===== config.mk =====
export PLATFORM = sky130hd
export DESIGN_NAME = load_extend
export DESIGN_NICKNAME = d
export VERILOG_FILES = /design/src/rtl/mem_geom_pkg.sv /design/src/rtl/mem_op_pkg.sv /design/src/rtl/load_extend.sv
export SDC_FILE = /design/constraint.sdc
export NUM_CORES = 1
export LEC_CHECK = 0
export BUFFER_PORTS_ARGS = -buffer_cell sky130_fd_sc_hd__buf_2
export CORE_MARGIN = 3
export CORE_UTILIZATION = 30
export CTS_CLUSTER_SIZE = 12
export DETAILED_ROUTE_END_ITERATION = 12
export GPL_TIMING_DRIVEN = 1
export PLACE_DENSITY = 0.63
export SYNTH_ARGS = -nofsm -noshare
export SYNTH_HDL_FRONTEND = slang
export SYNTH_SLANG_ARGS = --single-unit

===== constraint.sdc =====
create_clock -name clk -period 4.35 [get_ports clk]
set_input_delay 0.6525 -clock clk [delete_from_list [all_inputs] [get_ports clk]]
set_output_delay 0.6525 -clock clk [all_outputs]
set_load 0.01 [all_outputs]

===== src/rtl/mem_geom_pkg.sv =====
package mem_geom_pkg;

    // rv32 word, fixed since the half word rule assumes four lanes
    localparam int WORD_BYTES = 4;
    localparam int WORD_BITS  = WORD_BYTES * 8;   // 32

    // default array shape, top level passes these down as parameters
    localparam int DEF_DEPTH      = 256;   // rows
    localparam int DEF_LINE_WORDS = 4;     // words per row

    // byte offset field inside a word
    localparam int BYTE_OFF_BITS = $clog2(WORD_BYTES);

endpackage


===== src/rtl/mem_op_pkg.sv =====
package mem_op_pkg;

    typedef enum logic [3:0] {
        op_none   = 4'd0,   // idle slot
        st_byte   = 4'd1,   // sb
        st_half   = 4'd2,   // sh
        st_word   = 4'd3,   // sw
        ld_byte_s = 4'd4,   // lb
        ld_byte_u = 4'd5,   // lbu
        ld_half_s = 4'd6,   // lh
        ld_half_u = 4'd7,   // lhu
        ld_word   = 4'd8    // lw
    } mem_op_t;

    function automatic logic op_is_store(input mem_op_t op);
        return (op == st_byte) || (op == st_half) || (op == st_word);
    endfunction

    function automatic logic op_is_load(input mem_op_t op);
        return (op == ld_byte_s) || (op == ld_byte_u) || (op == ld_half_s) ||
               (op == ld_half_u) || (op == ld_word);
    endfunction

    // access width in bytes, zero for op_none
    function automatic logic [2:0] op_size_bytes(input mem_op_t op);
        case (op)
            st_byte, ld_byte_s, ld_byte_u: return 3'd1;
            st_half, ld_half_s, ld_half_u: return 3'd2;
            st_word, ld_word:              return 3'd4;
            default:                       return 3'd0;
        endcase
    endfunction

    // only lb and lh sign extend
    function automatic logic op_is_signed(input mem_op_t op);
        return (op == ld_byte_s) || (op == ld_half_s);
    endfunction

endpackage


===== src/rtl/load_extend.sv =====
`timescale 1ns/1ps

module load_extend (
    input  logic                               clk,
    input  logic                               reset,
    input  logic                               ld_valid,
    input  mem_op_pkg::mem_op_t                ld_op,
    input  logic [1:0]                         ld_byte_offset,
    input  logic                               ld_misaligned,
    input  logic [mem_geom_pkg::WORD_BITS-1:0] rdata,
    output logic                               rsp_valid,
    output logic [mem_geom_pkg::WORD_BITS-1:0] rsp_rdata,
    output logic                               rsp_misaligned
);

    localparam int WB = mem_geom_pkg::WORD_BITS;

    logic                valid_q;     // request issued last edge
    logic                mis_q;       // it was misaligned
    mem_op_pkg::mem_op_t op_q;        // its operation
    logic [1:0]          off_q;       // its byte offset
    logic [2:0]          size_q;      // bytes to return
    logic                signed_q;    // sign extend the result
    logic [7:0]          sel_byte;    // byte picked at off_q
    logic [15:0]         sel_half;    // half word picked at off_q
    logic [WB-1:0]       ext_data;    // extended result before misalign zeroing

    always_ff @(posedge clk) begin
        if (reset) begin
            valid_q <= 1'b0;
            mis_q   <= 1'b0;
        end else begin
            valid_q <= ld_valid;
            mis_q   <= ld_valid && ld_misaligned;
        end
    end

    // lines up with the word the ram registers on the same edge
    always_ff @(posedge clk) begin
        op_q  <= ld_op;
        off_q <= ld_byte_offset;
    end

    assign size_q   = mem_op_pkg::op_size_bytes(op_q);
    assign signed_q = mem_op_pkg::op_is_signed(op_q);

    assign sel_byte = rdata[8*off_q +: 8];
    assign sel_half = off_q[1] ? rdata[31:16] : rdata[15:0];   // offset 2 takes the upper half

    always_comb begin
        unique case (size_q)
            3'd1:    ext_data = {{(WB-8){signed_q & sel_byte[7]}}, sel_byte};
            3'd2:    ext_data = {{(WB-16){signed_q & sel_half[15]}}, sel_half};
            default: ext_data = rdata;   // word passes as is
        endcase
    end

    // aligned stores stay silent, misaligned ones report
    assign rsp_valid      = valid_q && (mem_op_pkg::op_is_load(op_q) || mis_q);
    assign rsp_misaligned = mis_q;
    assign rsp_rdata      = mis_q ? '0 : ext_data;

endmodule


Word-level counts from Yosys, hierarchy flattened
Memories as Yosys holds them, arrays and structs flattened. A register that Yosys moved wholly into a read port is not among the register bits.
Index checks and enable logic that the tools add are counted.
{"block": "totals", "regBits": 8, "input_bits": 42, "mem_bits_ro": 48, "out_inout_bits": 34, "word_cells": 26, "mem_count": 1}
{"name": "(name not given)", "words": 16, "word_bits": 3, "read_ports": 1, "rd_clocked_by_memory_dff": 1, "wr": 0, "line_no": "mem_op_pkg.sv:26", "text": "case (op)"}
{"block": "op_classes", "n_bitwise": 2, "muxes": 3, "n_shift": 1, "n_reduce_logical": 8, "n_eq_ne": 7}
{"operator": "$pmux 32 s2", "n": 1}
{"operator": "$mux 32", "n": 1}
{"operator": "$shiftx 32x6->8", "n": 1}
{"operator": "$eq 4x3->1 const B", "n": 4}
{"operator": "$mux 16", "n": 1}
{"operator": "$logic_or 1x1->1", "n": 6}
{"operator": "$eq 4x4->1 const B", "n": 1}
{"operator": "$eq 3x1->1 const B", "n": 1}
{"operator": "$eq 3x2->1 const B", "n": 1}
{"operator": "$and 1x1->1", "n": 2}
{"operator": "$logic_and 1x1->1", "n": 2}

Logic depth before layout (Yosys ltp)
Gate-level depths: netlist of the first run.
{"block": "logic_depth", "depth_word": 7, "mapped_depth": 7, "mapped_depth_nobuf": 4}

Worst setup path after synthesis of the first run
Ideal clock, no wire load.
{"block": "synth_timing", "kind": "input to output", "from": "in rdata[15] (netlist bit)", "to": "out rsp_rdata[21] (netlist bit)", "path_slack_ns": 2.041, "n_path_buf": 1, "arrival_time_ns": 1.656, "required_ns": 3.697, "path_stages": 5, "cell_sequence": "mux2_4 o22a_1 a211oi_4 buf_6 nor3_1"}
{"block": "synth_via", "elab_chain_cells": 4, "elab_cells_between_ends": 6, "cone_classes": "shift: 1; mux: 3; bitwise: 2"}
{"element": "start: declaration", "line_no": "load_extend.sv:10", "text": "input logic [mem_geom_pkg::WORD_BITS-1:0] rdata,"}
{"element": "$shiftx 32x6->8 / $mux 16 (equally long branches)", "line_no": "load_extend.sv:47, load_extend.sv:48"}
{"element": "$and 1x1->1, on equally long branches", "line_no": "load_extend.sv:52, load_extend.sv:53"}
{"element": "$pmux 32 s2 *", "line_no": "load_extend.sv:51", "text": "unique case (size_q)"}
{"element": "$mux 32 *", "line_no": "load_extend.sv:61", "text": "assign rsp_rdata = mis_q ? '0 : ext_data;"}
{"element": "end: declaration", "line_no": "load_extend.sv:12", "text": "output logic [mem_geom_pkg::WORD_BITS-1:0] rsp_rdata,"}
Mark *: on every way between the ends. The rest lies on a longest branch, timed or not.

Worst setup path in the final report of the first run
{"block": "layout_timing", "from": "reg off_q[1]", "to": "out rsp_rdata[17] (netlist bit)"}
{"block": "layout_via", "elab_chain_cells": 4, "elab_cells_between_ends": 6, "cone_classes": "shift: 1; mux: 3; bitwise: 2"}
{"element": "start: declaration", "line_no": "load_extend.sv:21", "text": "logic [1:0] off_q;"}
{"element": "start signal: assignment", "line_no": "load_extend.sv:41", "text": "off_q <= ld_byte_offset;"}
{"element": "$shiftx 32x6->8 / $mux 16 (equally long branches)", "line_no": "load_extend.sv:47, load_extend.sv:48"}
{"element": "$and 1x1->1, on equally long branches", "line_no": "load_extend.sv:52, load_extend.sv:53"}
{"element": "$pmux 32 s2 *", "line_no": "load_extend.sv:51"}
{"element": "$mux 32 *", "line_no": "load_extend.sv:61"}
Marks and branches as above.

==> flow_metrics.py, run 1 <==
metrics = {
    "route": {
        "drt_wl_total_um": 4650,
        "drt-initial-drc-count": 196,
        "wire_per_inst_um": 16.67,
        "vias": 1617,
        "drt_pass1_iterations": 4,
        "drc": 0,
        "vias_per_cell": 5.796,
        "ant_nets": 0,
    },
    "logic_synthesis": {
        "ys_seq_area_share_pct": 17.60,
        "yosys_warnings": 0,
        "ys_types": 41,
        "synth-seq-cells": 11,
        "syn_inst": 169,
        "async_flop_share_pct": 0,
        "synth_fp_nets": 211,
        "synthFlopType": "dfxtp_1",
        "syn_area_sq_um": 1251,
        "synth_edf_count": 0,
        "avgSynthCellArea_sq_um": 7.404,
    },
    "critical_path": {
        "startpoint_type": "register",
        "required_ps": 3700,
        "slowest_stage": "dfxtp_1",
        "slowest_delay_ps": 690,
        "endpoint_kind": "output port",
        "crit_fanout": 17,
        "arrival_ps": 2390,
        "path_cells": "mux2_4 > o22a_1 > a211oi_4 > nor3_1 > buf_2",
        "path_class": "register to output port",
    },
    "layout": {
        "regArea_sq_um": 220.2,
        "syn_to_final_growth_pct": 30.20,
        "multi_input_area_sq_um": 920.9,
        "layout.nets": 274,
        "final_cell_mix": "buf_2 (75), a21oi_1 (25), nor3_1 (24)",
        "layout_commonest_cell": "buf_2",
        "design_area_sq_um": 1629,
        "fillCellCount": 402,
        "antenna_cells": 0,
        "drive_gt1_share_pct": 36.80,
        "final_core_util_pct": 42.58,
    },
    "clock_network": {
        "cts_tree": "built",
        "cts_setup_buffers": 0,
        "clkSlewWorstSetupHoldPaths_ps": 50,
        "cts_resized": 0,
        "cts_hold_buf": 0,
        "htree_levels": 1,
        "cts-root-buf": "clkbuf_8",
        "numCtsBuffers": 3,
        "cts_sinks": 11,
        "clk_path_buf_depth": 2,
    },
    "power_and_ir_drop": {
        "ir_worst_vdd_mv": 0.1788,
        "p_per_area_nw_per_um2": 241.6,
        "p_leak_nw": 0.7492,
    },
    "timing": {
        "max_slew_margin_pct": 34.03,
        "finalHoldViolations": 0,
        "finalSetupTns_ps": 0,
        "rsz0062_at_grt": "false",
        "slew_viol_final": 0,
        "max_freq_mhz": 328.6,
        "post-route-period-util_pct": 69.95,
        "fin_crit_ps": 3043,
        "whs_ps": 515.7,
        "worst_pin_slew_ps": 988.2,
        "setup_viol": 0,
    },
    "global_routing": {
        "grt_use_total_pct": 17.61,
        "grt-ovfl-total": 0,
        "antenna_found_initial": 0,
        "grt_max_degree": 30,
        "grt_pass1_vias": 1475,
        "grt_pass1_wl_um": 7300,
    },
    "floorplanning": {
        "die-area_sq_um": 4982,
        "row_count": 22,
        "die_w_um": 70.58,
        "start_util_pct": 32.70,
        "coreArea_sq_um": 3826,
        "die_h_um": 70.58,
        "ios": 76,
    },
    "worst_hold_path": {
        "worstHoldPathType": "input pin to register",
    },
    "place": {
        "hpwl_um": 3573,
        "port_buffers": 75,
        "gp_congestion": 0.8329,
        "place_area_sq_um": 1584,
    },
    "run": {
        "maxCapViolCount": 0,
    },
    "outcome": {
        "status": "completed",
    },
}
[path summary, 6_finish.rpt]
kind                               from       endpoint  slack, ps  depth (start not counted)
worst max-delay path           off_q[1]  rsp_rdata[17]       1310                          5
worst min-delay path  ld_byte_offset[0]       off_q[0]        520                          1
[final cells by class]
cell class,instances,area share [%]
inverters,2,0.4608
flip-flops and latches,11,13.52
multi-input cells,139,56.53
well taps,48,3.687
clock buffers,4,2.765
repair buffers,75,23.04
[synth_stat cells, types with 3 or more instances]
master    count  share of area (%)
nor2_1       10                3.0
a31oi_1       7                3.5
o221ai_1      6                4.2
a221oi_1      7                4.9
a21oi_1      25                 10
nand2_1      10                3.0
mux2i_1       3                2.4
nor3_1       24                9.6
nand2b_1      4                2.0
a21o_1        8                4.8
dfxtp_1      11                 18
buf_6         3                2.7
buf_4         3                1.8
clkbuf_1      7                2.1
a32oi_1       7                4.9
nor2b_1       3                1.5
[logic make-up after synthesis]
group	synth area share [%]
xor+xnor	1.300
flops	17.60
compound gates	36.90
mux	3.600
buf+inv	8.800
simple gates	31.80
[sequential cells by signal (all words and copies together) (netlist names)]
name	cells
op_q	4
valid_q	1
rsp_misaligned	1
off_q	2
size_q	3
[critical path, delay by kind of cell, from the launching register on]
family | cells | cell delay, ps
AO/OA/AOI/OAI | 2 | 780
flip-flops | 1 | 690
multiplexers | 1 | 350
buffers and inverters | 1 | 190
AND/OR/NAND/NOR | 1 | 140
[power by group]
part	total [W]	internal, W	leakage (nW)	switching (W)
clock network	0.0000989	0.0000640	0.0228	0.0000349
logic	0.000174	0.0000751	0.635	0.0000989
registers	0.000121	0.000106	0.0920	0.0000142
[routing by layer]
metal / vias up / wire length (um) / global-route usage, %
li1: 788 / - / -
met1: 734 / 2083 / 25.26
met2: 86 / 2026 / 26.20
met3: 9 / 460 / 3.693
met4: 0 / 81 / 5.846
met5: - / 0 / 0
[through the flow]
| stage | std cells | total power, W | worst slack, ps |
|---|---|---|---|
| floorplan | 169 | 0.0002237 | 2041 |
| global placement | 275 | 0.0002952 | 1569 |
| detailed placement | 275 | 0.0002951 | 1570 |
| CTS | 279 | 0.0003964 | 1319 |
| global route | 279 | 0.0004193 | 1151 |
| finish | 279 | 0.0003937 | 1307 |
Note: power is estimated with default switching activity, not from simulation.
==> run 2: changes to the inputs <==
==> constraint.sdc (replaced) <==
create_clock -name clk -period 3.08 [get_ports clk]
set_input_delay 0.462 -clock clk [delete_from_list [all_inputs] [get_ports clk]]
set_output_delay 0.462 -clock clk [all_outputs]
set_load 0.01 [all_outputs]
==> run 2 against run 1 <==
Against the previous run: core utilization is 0.20 points higher; worst setup slack worse by 1000 ps; combinational power is 44% higher; critical path depth stayed put; sequential cell count stayed put; highest routed layer unchanged.
==> flow_metrics.py, run 2 (same netlist as run 1, synthesis figures left out) <==
metrics = {
    "outcome": {
        "status": "completed",
    },
    "clock_network": {
        "clk_path_buf_depth": 2,
        "numCtsBuffers": 3,
        "cts_setup_buffers": 0,
        "htree_levels": 1,
        "cts_tree": "built",
        "clkSlewWorstSetupHoldPaths_ps": 40,
        "cts_sinks": 11,
        "cts_hold_buf": 0,
        "cts-root-buf": "clkbuf_8",
        "cts_resized": 0,
    },
    "run": {
        "maxCapViolCount": 0,
    },
    "worst_hold_path": {
        "worstHoldPathType": "input pin to register",
    },
    "route": {
        "drc": 0,
        "drt_wl_total_um": 4597,
        "vias": 1626,
        "drt_pass1_iterations": 4,
        "ant_nets": 0,
        "drt-initial-drc-count": 120,
        "wire_per_inst_um": 16.42,
        "vias_per_cell": 5.807,
    },
    "place": {
        "gp_congestion": 0.8869,
        "port_buffers": 75,
        "place_area_sq_um": 1592,
        "hpwl_um": 3566,
        "place_inst": 276,
        "dp_slack_ps": 521.3,
    },
    "global_routing": {
        "grt_use_total_pct": 17.54,
        "grt_pass1_wl_um": 7224,
        "grt_pass1_vias": 1478,
        "grt_max_degree": 29,
        "antenna_found_initial": 0,
        "grt-ovfl-total": 0,
    },
    "timing": {
        "finalHoldViolations": 0,
        "rsz0062_at_grt": "false",
        "post-route-period-util_pct": 91.55,
        "finalSetupTns_ps": 0,
        "max_slew_margin_pct": 55.95,
        "whs_ps": 332.6,
        "setup_viol": 0,
        "max_freq_mhz": 354.7,
        "fin_ws_ps": 260.3,
        "slew_viol_final": 0,
        "worst_pin_slew_ps": 658.6,
        "fin_crit_ps": 2820,
    },
    "floorplanning": {
        "ios": 76,
        "die_h_um": 70.58,
        "coreArea_sq_um": 3826,
        "die_w_um": 70.58,
        "start_util_pct": 32.70,
        "row_count": 22,
        "die-area_sq_um": 4982,
    },
    "power_and_ir_drop": {
        "p_per_area_nw_per_um2": 337.2,
        "ir_worst_vdd_mv": 0.3195,
        "p_leak_nw": 0.7545,
    },
    "layout": {
        "top_register": "op_q",
        "layout.nets": 275,
        "design_area_sq_um": 1637,
        "fin_cells": 280,
        "regArea_sq_um": 220.2,
        "syn_to_final_growth_pct": 30.80,
        "fillCellCount": 412,
        "antenna_cells": 0,
        "layout_commonest_cell": "buf_2",
        "final_cell_mix": "buf_2 (75), a21oi_1 (25), nor3_1 (24)",
        "largest_reg_flops": 4,
        "multi_input_area_sq_um": 920.9,
        "drive_gt1_share_pct": 37.07,
    },
    "critical_path": {
        "startpoint_type": "register",
        "arrival_ps": 2360,
        "required_ps": 2620,
        "endpoint_kind": "output port",
        "crit_fanout": 17,
        "path_class": "register to output port",
    },
}
run 2: area by class of cell:
class	count	area share [%]
clock buffers	4	2.752
inverters	2	0.4587
multi-input cells	139	56.27
flip-flops and latches	11	13.46
well taps	48	3.670
repair buffers	76	23.39
run 2: path summary, 6_finish.rpt:
path / from / to / slack [ps] / cells past startpoint
worst max-delay path: off_q[1] / rsp_rdata[17] / 260 / 5
worst min-delay path: ld_byte_offset[0] / off_q[0] / 330 / 1
run 2: layer usage:
| layer | track usage [%] | wire length, um | up-vias |
|---|---|---|---|
| li1 | - | - | 784 |
| met4 | 4.593 | 34 | 0 |
| met1 | 23.86 | 2043 | 759 |
| met5 | 0 | 0 | - |
| met2 | 27.55 | 2043 | 79 |
| met3 | 4.688 | 476 | 4 |
run 2: per-stage QoR:
step	total power [W]	utilization, %
floorplan	0.0003159	-
global placement	0.0004158	41.60
detailed placement	0.0004164	41.60
CTS	0.0005556	42.77
global route	0.0005920	42.77
finish	0.0005518	42.77
run 2: critical path, cell delays in order (launching register included):
cell,delay (ps)
dfxtp_1,690
mux2_4,350
o22a_1,230
a211oi_4,540
nor3_1,140
buf_2,180
run 2: where the power goes:
group,internal [W],switching [W]
sequential,0.000150,0.0000157
combinational,0.000107,0.000143
clock,0.0000901,0.0000459
==> run 3: changes to the inputs <==
--- a/config.mk
+++ b/config.mk
@@ -5,13 +5,15 @@
 export SDC_FILE = /design/constraint.sdc
 export NUM_CORES = 1
 export LEC_CHECK = 0
+export ABC_AREA = 1
 export BUFFER_PORTS_ARGS = -buffer_cell sky130_fd_sc_hd__buf_2
+export CELL_PAD_IN_SITES_DETAIL_PLACEMENT = 1
+export CELL_PAD_IN_SITES_GLOBAL_PLACEMENT = 1
 export CORE_MARGIN = 3
-export CORE_UTILIZATION = 30
+export CORE_UTILIZATION = 28
 export CTS_CLUSTER_SIZE = 12
 export DETAILED_ROUTE_END_ITERATION = 12
-export GPL_TIMING_DRIVEN = 1
-export PLACE_DENSITY = 0.63
+export PLACE_DENSITY = 0.83
 export SYNTH_ARGS = -nofsm -noshare
 export SYNTH_HDL_FRONTEND = slang
 export SYNTH_SLANG_ARGS = --single-unit
==> run 3 against run 2 <==
Against the previous run: area after synthesis grew 17%; highest routed layer unchanged; worst setup slack improved by 290 ps; die area grew 23%; sequential cell count unchanged; first-iteration DRC count is 23% lower; sequential share of layout area fell by 1.9 points; final cell count rose by 45%; combinational power grew 31%.
==> flow_metrics.py, run 3 <==
metrics = {
    "place": {
        "hpwl_um": 4375,
        "dp_slack_ps": 778.6,
        "place_area_sq_um": 1859,
        "port_buffers": 75,
        "gp_congestion": 0.9011,
        "place_inst": 403,
    },
    "timing": {
        "worst_pin_slew_ps": 830.3,
        "max_freq_mhz": 396.0,
        "rsz0062_at_grt": "false",
        "whs_ps": 328.7,
        "slew_viol_final": 0,
        "post-route-period-util_pct": 82.00,
        "fin_crit_ps": 2526,
        "max_slew_margin_pct": 44.59,
        "fin_ws_ps": 554.4,
        "finalHoldViolations": 0,
        "finalSetupTns_ps": 0,
        "setup_viol": 0,
    },
    "clock_network": {
        "numCtsBuffers": 3,
        "cts_resized": 0,
        "cts_setup_buffers": 0,
        "clkSlewWorstSetupHoldPaths_ps": 50,
        "cts-root-buf": "clkbuf_8",
        "cts_tree": "built",
        "cts_hold_buf": 0,
        "htree_levels": 1,
        "cts_sinks": 11,
        "clk_path_buf_depth": 2,
    },
    "logic_synthesis": {
        "synth_edf_count": 0,
        "ys_seq_area_share_pct": 15.09,
        "syn_inst": 272,
        "async_flop_share_pct": 0,
        "ys_types": 23,
        "synth_top_area_cell": "nand2_1",
        "synth_most_common_cell": "nand2_1",
        "syn_area_sq_um": 1459,
        "synth-seq-cells": 11,
        "synth_top_area_share_pct": 28.56,
        "synthTopCellsByCount": "nand2_1 (111), o21ai_0 (32), inv_1 (21)",
        "yosys-top-cells-area": "nand2_1 (29%), dfxtp_1 (15%), o21ai_0 (11%), nor2_4 (8.5%), a21oi_1 (5.5%)",
        "synth_fp_nets": 314,
        "synthFlopType": "dfxtp_1",
        "yosys_warnings": 0,
        "avgSynthCellArea_sq_um": 5.364,
    },
    "worst_hold_path": {
        "hp-start": "ld_byte_offset[0]",
        "worstHoldPathType": "input pin to register",
        "whs_path_depth": 1,
        "min_to": "off_q[0]",
    },
    "floorplanning": {
        "ios": 76,
        "start_util_pct": 29.90,
        "coreArea_sq_um": 4880,
        "die-area_sq_um": 6112,
        "row_count": 25,
        "die_w_um": 78.18,
        "die_h_um": 78.18,
    },
    "power_and_ir_drop": {
        "p_leak_nw": 1.070,
        "ir_worst_vdd_mv": 0.2469,
        "p_per_area_nw_per_um2": 328.3,
    },
    "critical_path": {
        "path_class": "register to output port",
        "arrival_ps": 2060,
        "endpoint_kind": "output port",
        "startpoint_type": "register",
        "crit_fanout": 26,
        "required_ps": 2620,
    },
    "run": {
        "maxCapViolCount": 0,
    },
    "route": {
        "drt_pass1_iterations": 4,
        "drt_wl_total_um": 5473,
        "drc": 0,
        "wire_per_inst_um": 13.45,
        "ant_nets": 0,
        "vias_per_cell": 4.887,
        "vias": 1989,
        "drt-initial-drc-count": 93,
    },
    "layout": {
        "syn_to_final_growth_pct": 30.53,
        "fillCellCount": 713,
        "regArea_sq_um": 220.2,
        "layout.nets": 383,
        "largest_reg_flops": 4,
        "final_cell_mix": "nand2_1 (111), buf_2 (75), o21ai_0 (32)",
        "antenna_cells": 0,
        "design_area_sq_um": 1904,
        "layout_commonest_cell": "nand2_1",
        "drive_gt1_share_pct": 30.88,
        "fin_cells": 407,
        "multi_input_area_sq_um": 1067,
        "top_register": "op_q",
    },
    "global_routing": {
        "grt_pass1_wl_um": 9390,
        "grt_max_degree": 32,
        "grt_pass1_vias": 2038,
        "antenna_found_initial": 0,
        "grt_use_total_pct": 18.45,
        "grt-ovfl-total": 0,
    },
    "outcome": {
        "status": "completed",
    },
}
==> run 3: worst max-delay path by stage <==
stage	start	end	slack, ps
global route	off_q[1]	rsp_rdata[19]	380
CTS	size_q[1]	rsp_rdata[18]	520
finish	size_q[0]	rsp_rdata[17]	550
floorplan	rdata[23]	rsp_rdata[21]	1400
global placement	size_q[1]	rsp_rdata[18]	820
detailed placement	size_q[1]	rsp_rdata[18]	780
==> run 3: where the power goes <==
group / leakage, nW / internal [W] / switching, W
Combinational: 0.955 / 0.000123 / 0.000205
Sequential: 0.0920 / 0.000150 / 0.00000619
Clock: 0.0228 / 0.0000905 / 0.0000504
==> run 3: kinds of logic after synthesis <==
kind of cell	synth area share [%]
DFF	15.09
and+or+nand+nor	53.00
buffers and inverters	11.75
AOI/OAI and AO/OA	20.15
==> run 3: stage by stage <==
step | utilization [%] | power (W)
6_report | 39.03 | 0.0006253
5_1_grt | 39.03 | 0.0006815
4_1_cts | 39.03 | 0.0006356
3_5_place_dp | 38.10 | 0.0004902
3_3_place_gp | 38.10 | 0.0004803
2_1_floorplan | - | 0.0003705
==> run 3: critical path: stages, from the launching register on <==
cell and delay (ps):
dfxtp_1 330, nor2_2 150, nand2_4 120, nand2_4 230, inv_2 210, nor2_2 180
nand2_4 70, nand2_4 290, nor2_1 80, buf_2 150
==> run 3: final cells by class <==
| class | count | share of cell area (%) |
|---|---|---|
| Tap cell | 67 | 4.402 |
| Multi-Input combinational cell | 222 | 56.04 |
| Sequential cell | 11 | 11.56 |
| Inverter | 26 | 5.125 |
| Clock buffer | 4 | 2.365 |
| Timing Repair Buffer | 77 | 20.50 |
==> run 3: per-layer routing <==
metal / vias up / track usage, % / wire (um)
met5: - / 0 / 0
met4: 0 / 3.147 / 44
met3: 6 / 2.752 / 333
met2: 65 / 35.10 / 2821
met1: 928 / 21.92 / 2274
li1: 990 / - / -
